==> src/match_engine_defs.svh <==
`ifndef MATCH_ENGINE_DEFS_SVH
`define MATCH_ENGINE_DEFS_SVH

// byte address into the history window
`define ADDR_WIDTH 8

// history window size in bytes, one copy per job PE
`define HIST_BYTES 256

// bytes carried by one write on the history write port
`define MATCH_PE_WIDTH 4

// candidates per hash batch
`define HASH_ISSUE_WIDTH 4

// longest match measured
`define MAX_MATCH_LEN 16
`define ML_WIDTH 5

// dispatcher and merger are built for exactly two PEs
`define NUM_JOB_PE 2

`endif

==> src/match_engine_pkg.sv <==
`default_nettype none

`include "match_engine_defs.svh"

package match_engine_pkg;

    // one hash batch from the hash stage
    typedef struct packed {
        logic [`ADDR_WIDTH-1:0]                          head_addr;
        logic [`HASH_ISSUE_WIDTH-1:0]                    history_valid;
        logic [`HASH_ISSUE_WIDTH-1:0][`ADDR_WIDTH-1:0]   history_addr;
        logic                                            delim;
    } hash_batch_t;

    // one sequence, single sequence per packet
    typedef struct packed {
        logic [`ML_WIDTH-1:0]   ml;
        logic [`ADDR_WIDTH-1:0] offset;
        logic                   delim;
    } seq_t;

    // history write port, word addressed
    typedef struct packed {
        logic [`ADDR_WIDTH-$clog2(`MATCH_PE_WIDTH)-1:0] addr;
        logic [`MATCH_PE_WIDTH-1:0][7:0]                data;
        logic                                           enable;
    } hist_write_t;

endpackage

`default_nettype wire

==> src/seq_packet_merge.sv <==
`default_nettype none
`timescale 1ns/1ns

`include "match_engine_defs.svh"

module seq_packet_merge (
    input  wire                                          clk,
    input  wire                                          rst_n,

    input  logic [`NUM_JOB_PE-1:0]                       i_pe_valid,
    input  match_engine_pkg::seq_t [`NUM_JOB_PE-1:0]     i_pe_seq,
    output logic [`NUM_JOB_PE-1:0]                       o_pe_ready,

    output logic                                         o_seq_valid,
    output match_engine_pkg::seq_t                       o_seq,
    input  logic                                         i_seq_ready
);

    // follows the dispatcher's alternation, one step per output
    logic turn_q;
    logic xfer;

    // result of the PE on turn goes straight out
    assign o_seq_valid = i_pe_valid[turn_q];
    assign o_seq       = i_pe_seq[turn_q];

    // the other PE holds its result until the turn comes round
    assign o_pe_ready[0] = i_seq_ready & ~turn_q;
    assign o_pe_ready[1] = i_seq_ready & turn_q;

    assign xfer = o_seq_valid & i_seq_ready;

    always_ff @(posedge clk) begin
        if (!rst_n) begin
            turn_q <= 1'b0;
        end else if (xfer) begin
            turn_q <= ~turn_q;
        end
    end

endmodule

`default_nettype wire

==> config.mk <==
export PLATFORM = sky130hd
export DESIGN_NAME = seq_packet_merge
export DESIGN_NICKNAME = d
export VERILOG_FILES = /design/src/match_engine_pkg.sv /design/src/seq_packet_merge.sv
export VERILOG_INCLUDE_DIRS = /design/src
export SDC_FILE = /design/constraint.sdc
export NUM_CORES = 1
export LEC_CHECK = 0
export BUFFER_PORTS_ARGS = -buffer_cell sky130_fd_sc_hd__buf_2
export CAP_MARGIN = 25
export CORE_AREA = 2 2 39 41
export CTS_CLUSTER_DIAMETER = 50
export DETAILED_ROUTE_END_ITERATION = 10
export DIE_AREA = 0 0 41 43
export PLACE_DENSITY = 0.65
export SYNTH_ARGS = -nofsm -noshare
export SYNTH_HDL_FRONTEND = slang
export SYNTH_SLANG_ARGS = --single-unit
export TNS_END_PERCENT = 5
==> constraint.sdc <==
create_clock -name clk -period 1 [get_ports clk]
set_input_delay 0.1 -clock clk [delete_from_list [all_inputs] [get_ports clk]]
set_output_delay 0.1 -clock clk [all_outputs]
set_load 0.02 [all_outputs]
# Yosys cells after proc, flatten, opt, wreduce, memory -nomap -nowiden
# Cells that the tools add are included.
# op_classes
bitwise	4
order_cmp	1
muxes	4
# op_table
operator	n
$mux 14	2
$and 1x1->1	3
$lt 1x2->1 const B	1
$mux 1	2
$not 1->1	1
# totals
word_cells	10
out_inout_bits	17
reg_bits	1

# Longest topological paths before layout
# logic_depth
depth_word	3
depth_mapped	3
depth_no_buf	2

# Least setup slack after synthesis
# OpenSTA, ideal clock, no wires.
# synth_path
kind	register to output
startpoint	register turn_q
endpoint	output port o_seq[10] (netlist bit)
slack_ns	0.001
path_stages_with_launch	4
t_arrival_ns	0.899
n_path_buf	2
path_cell_list	dfxtp_1 buf_6 buf_12 mux2_4
# synth_rtl
item	line_no	text
from (decl)	seq_packet_merge.sv:20	logic turn_q;
from (signal assigned)	seq_packet_merge.sv:37	turn_q <= ~turn_q;
to (decl)	seq_packet_merge.sv:15	output match_engine_pkg::seq_t o_seq,

==> qor.yml <==
insertion_delay_ns: 0
worstSetupStartpointType: "flip-flop"
cp.arrival_ns: 0.97
critPathKind: "flip-flop to output port"
port_buffers: 49
routedWlPerCell_um: 10.2
num_vias: 386
syn_nets: 56
hold_slack_ns: 0.366
post-cts-setup-buffers: 0
core-area_mm2: 0.00138
die_h_um: 43
via_per_inst: 4.34
yosysWarningCount: 0
hold_viol: 0
drive_gt1_frac: 0.973
synth_top_family_by_area: "multiplexers"
grt_max_degree: 11
largest-register: "turn_q"
synth_area_um2: 285
overflow: 0
min_period_over_period: 1.07
clk_pin_slew_ns: 0
start_util: 0.206
synth_top_cell_area_share: 0.368
hold_buffers: 0
slew_violations: 0
worstSetupStartpoint: "turn_q"
avgSynthCellArea_um2: 12.4
gp_congestion: 0.651
wl_um: 912
worstMarginPinSlew_ns: 0.107
leakagePower_nw: 0.367
grt_pass1_wl_um: 1080
vdd_drop_max_v: 0.000313
dr.pass1.iters: 1
reg_top3: "turn_q (1)"
antenna_found_initial: 0
max_freq_ghz: 0.933
max-cap-violations: 0
worst_ep_required_time_ns: 0.90
r2r_start: "turn_q"
ioPinCount: 50
yosysSeqAreaShare: 0.0702
synth.largest_area_cell: "mux2_4"
clock_skew_ns: 0
relSlewSlack: 0.929
row_count: 14
ys_types: 10
synth_cells: 23
final_nets: 108
grt_pass1_vias: 285
grt_use_total: 0.0820
synth_fa_ha_area_frac: 0
synth_compound_area_frac: 0.0307
yosys-mux-area-fraction: 0.684
min_path_type: "input pin to flip-flop"
drt_iter0_drc: 0
dieArea_mm2: 0.00176
largest_reg_flops: 1
drc_errors: 0
area_growth_pct: 137
synthSimpleGateAreaFrac: 0.105
p_total_uw: 453
critPathCaptureType: "output port"
hold_start: "rst_n"
synth_xor_area_frac: 0
fin_crit_ns: 1.07
synth.area.top_cells: "mux2_4 37%, mux2_2 32%, buf_12 7.0%, dfxtp_1 7.0%, buf_6 3.9%"
ant_nets: 0
p_per_area_mw_per_mm2: 671
antenna_cells: 0
crit_fanout: 5
status: "finished with violations"
violations: "setup timing"
timing.final.ws_setup_ns: -0.0713
setup_viol: 16
ys_ff_latch: 1
rsz0062_at_grt: "yes"
die_w_um: 41
## power by group
group / internal (mW) / total (mW) / leakage, nW / switching [mW]
clock: 0 / 0 / 0 / 0
combinational: 0.244 / 0.402 / 0.358 / 0.158
sequential: 0.0434 / 0.0509 / 0.00892 / 0.00752
## worst max-delay path: stages (launching register included)
cell	delay, ns
dfxtp_4	0.37
clkbuf_16	0.16
mux2_4	0.30
buf_6	0.13
## metal layers
metal	up-vias	part of all wire	global-route usage
met5	-	0	0
met4	0	0	0
met3	0	0.20	0.00524
met2	41	0.48	0.166
met1	156	0.31	0.0889
li1	189	-	-
## worst paths after layout
path	endpoint	slack [ns]	depth (start not counted)
setup / recovery	o_seq[1]	-0.07	3
hold reg to reg	turn_q	0.69	2
hold / removal	turn_q	0.37	2
setup reg to reg	turn_q	-0.03	3
## placed cells by master (no fill, tap or decap)
master,n
clkbuf_16,1
and2b_2,1
dfxtp_4,1
mux2_4,10
and2_2,1
buf_12,1
a31o_2,1
and4b_1,1
buf_6,11
buf_16,1
nand2_1,1
mux2_2,5
buf_2,38
## through the flow
stage                     area, um^2  worst slack [ns]  utilization  instances  setup TNS (ns)
final                            676           -0.0713        0.488         89          -0.916
after global routing             676           -0.0930        0.488         89           -1.31
after CTS                        577           -0.0848        0.417         88          -0.963
after detailed placement         539            -0.107        0.390         87           -1.38
after global placement           539           -0.0888        0.390         87           -1.09
after floorplan                  285           0.00132            -         23               0
## kinds of logic after synthesis
| family | Yosys count |
|---|---|
| AO/OA/AOI/OAI | 1 |
| multiplexers | 15 |
| buffers and inverters | 2 |
| flip-flops | 1 |
| AND/OR/NAND/NOR | 4 |
## synth_stat cells, drive strengths merged
library cell / instances
mux2: 15
buf: 2
a31o: 1
and2: 1
and2b: 1
and4b: 1
dfxtp: 1
nand2: 1
## timing repair
action,4_1_cts,5_1_grt
gates cloned,1,1
gates resized for setup,5,23
setup endpoints to repair,16,16
## area by class of cell
type	instances	area [um^2]
fillers	129	708
multi-input cells	20	245
flip-flops and latches	1	23.8
well taps	16	20.0
repair buffers	52	387
No activity file was read; power rests on OpenSTA's default activity.
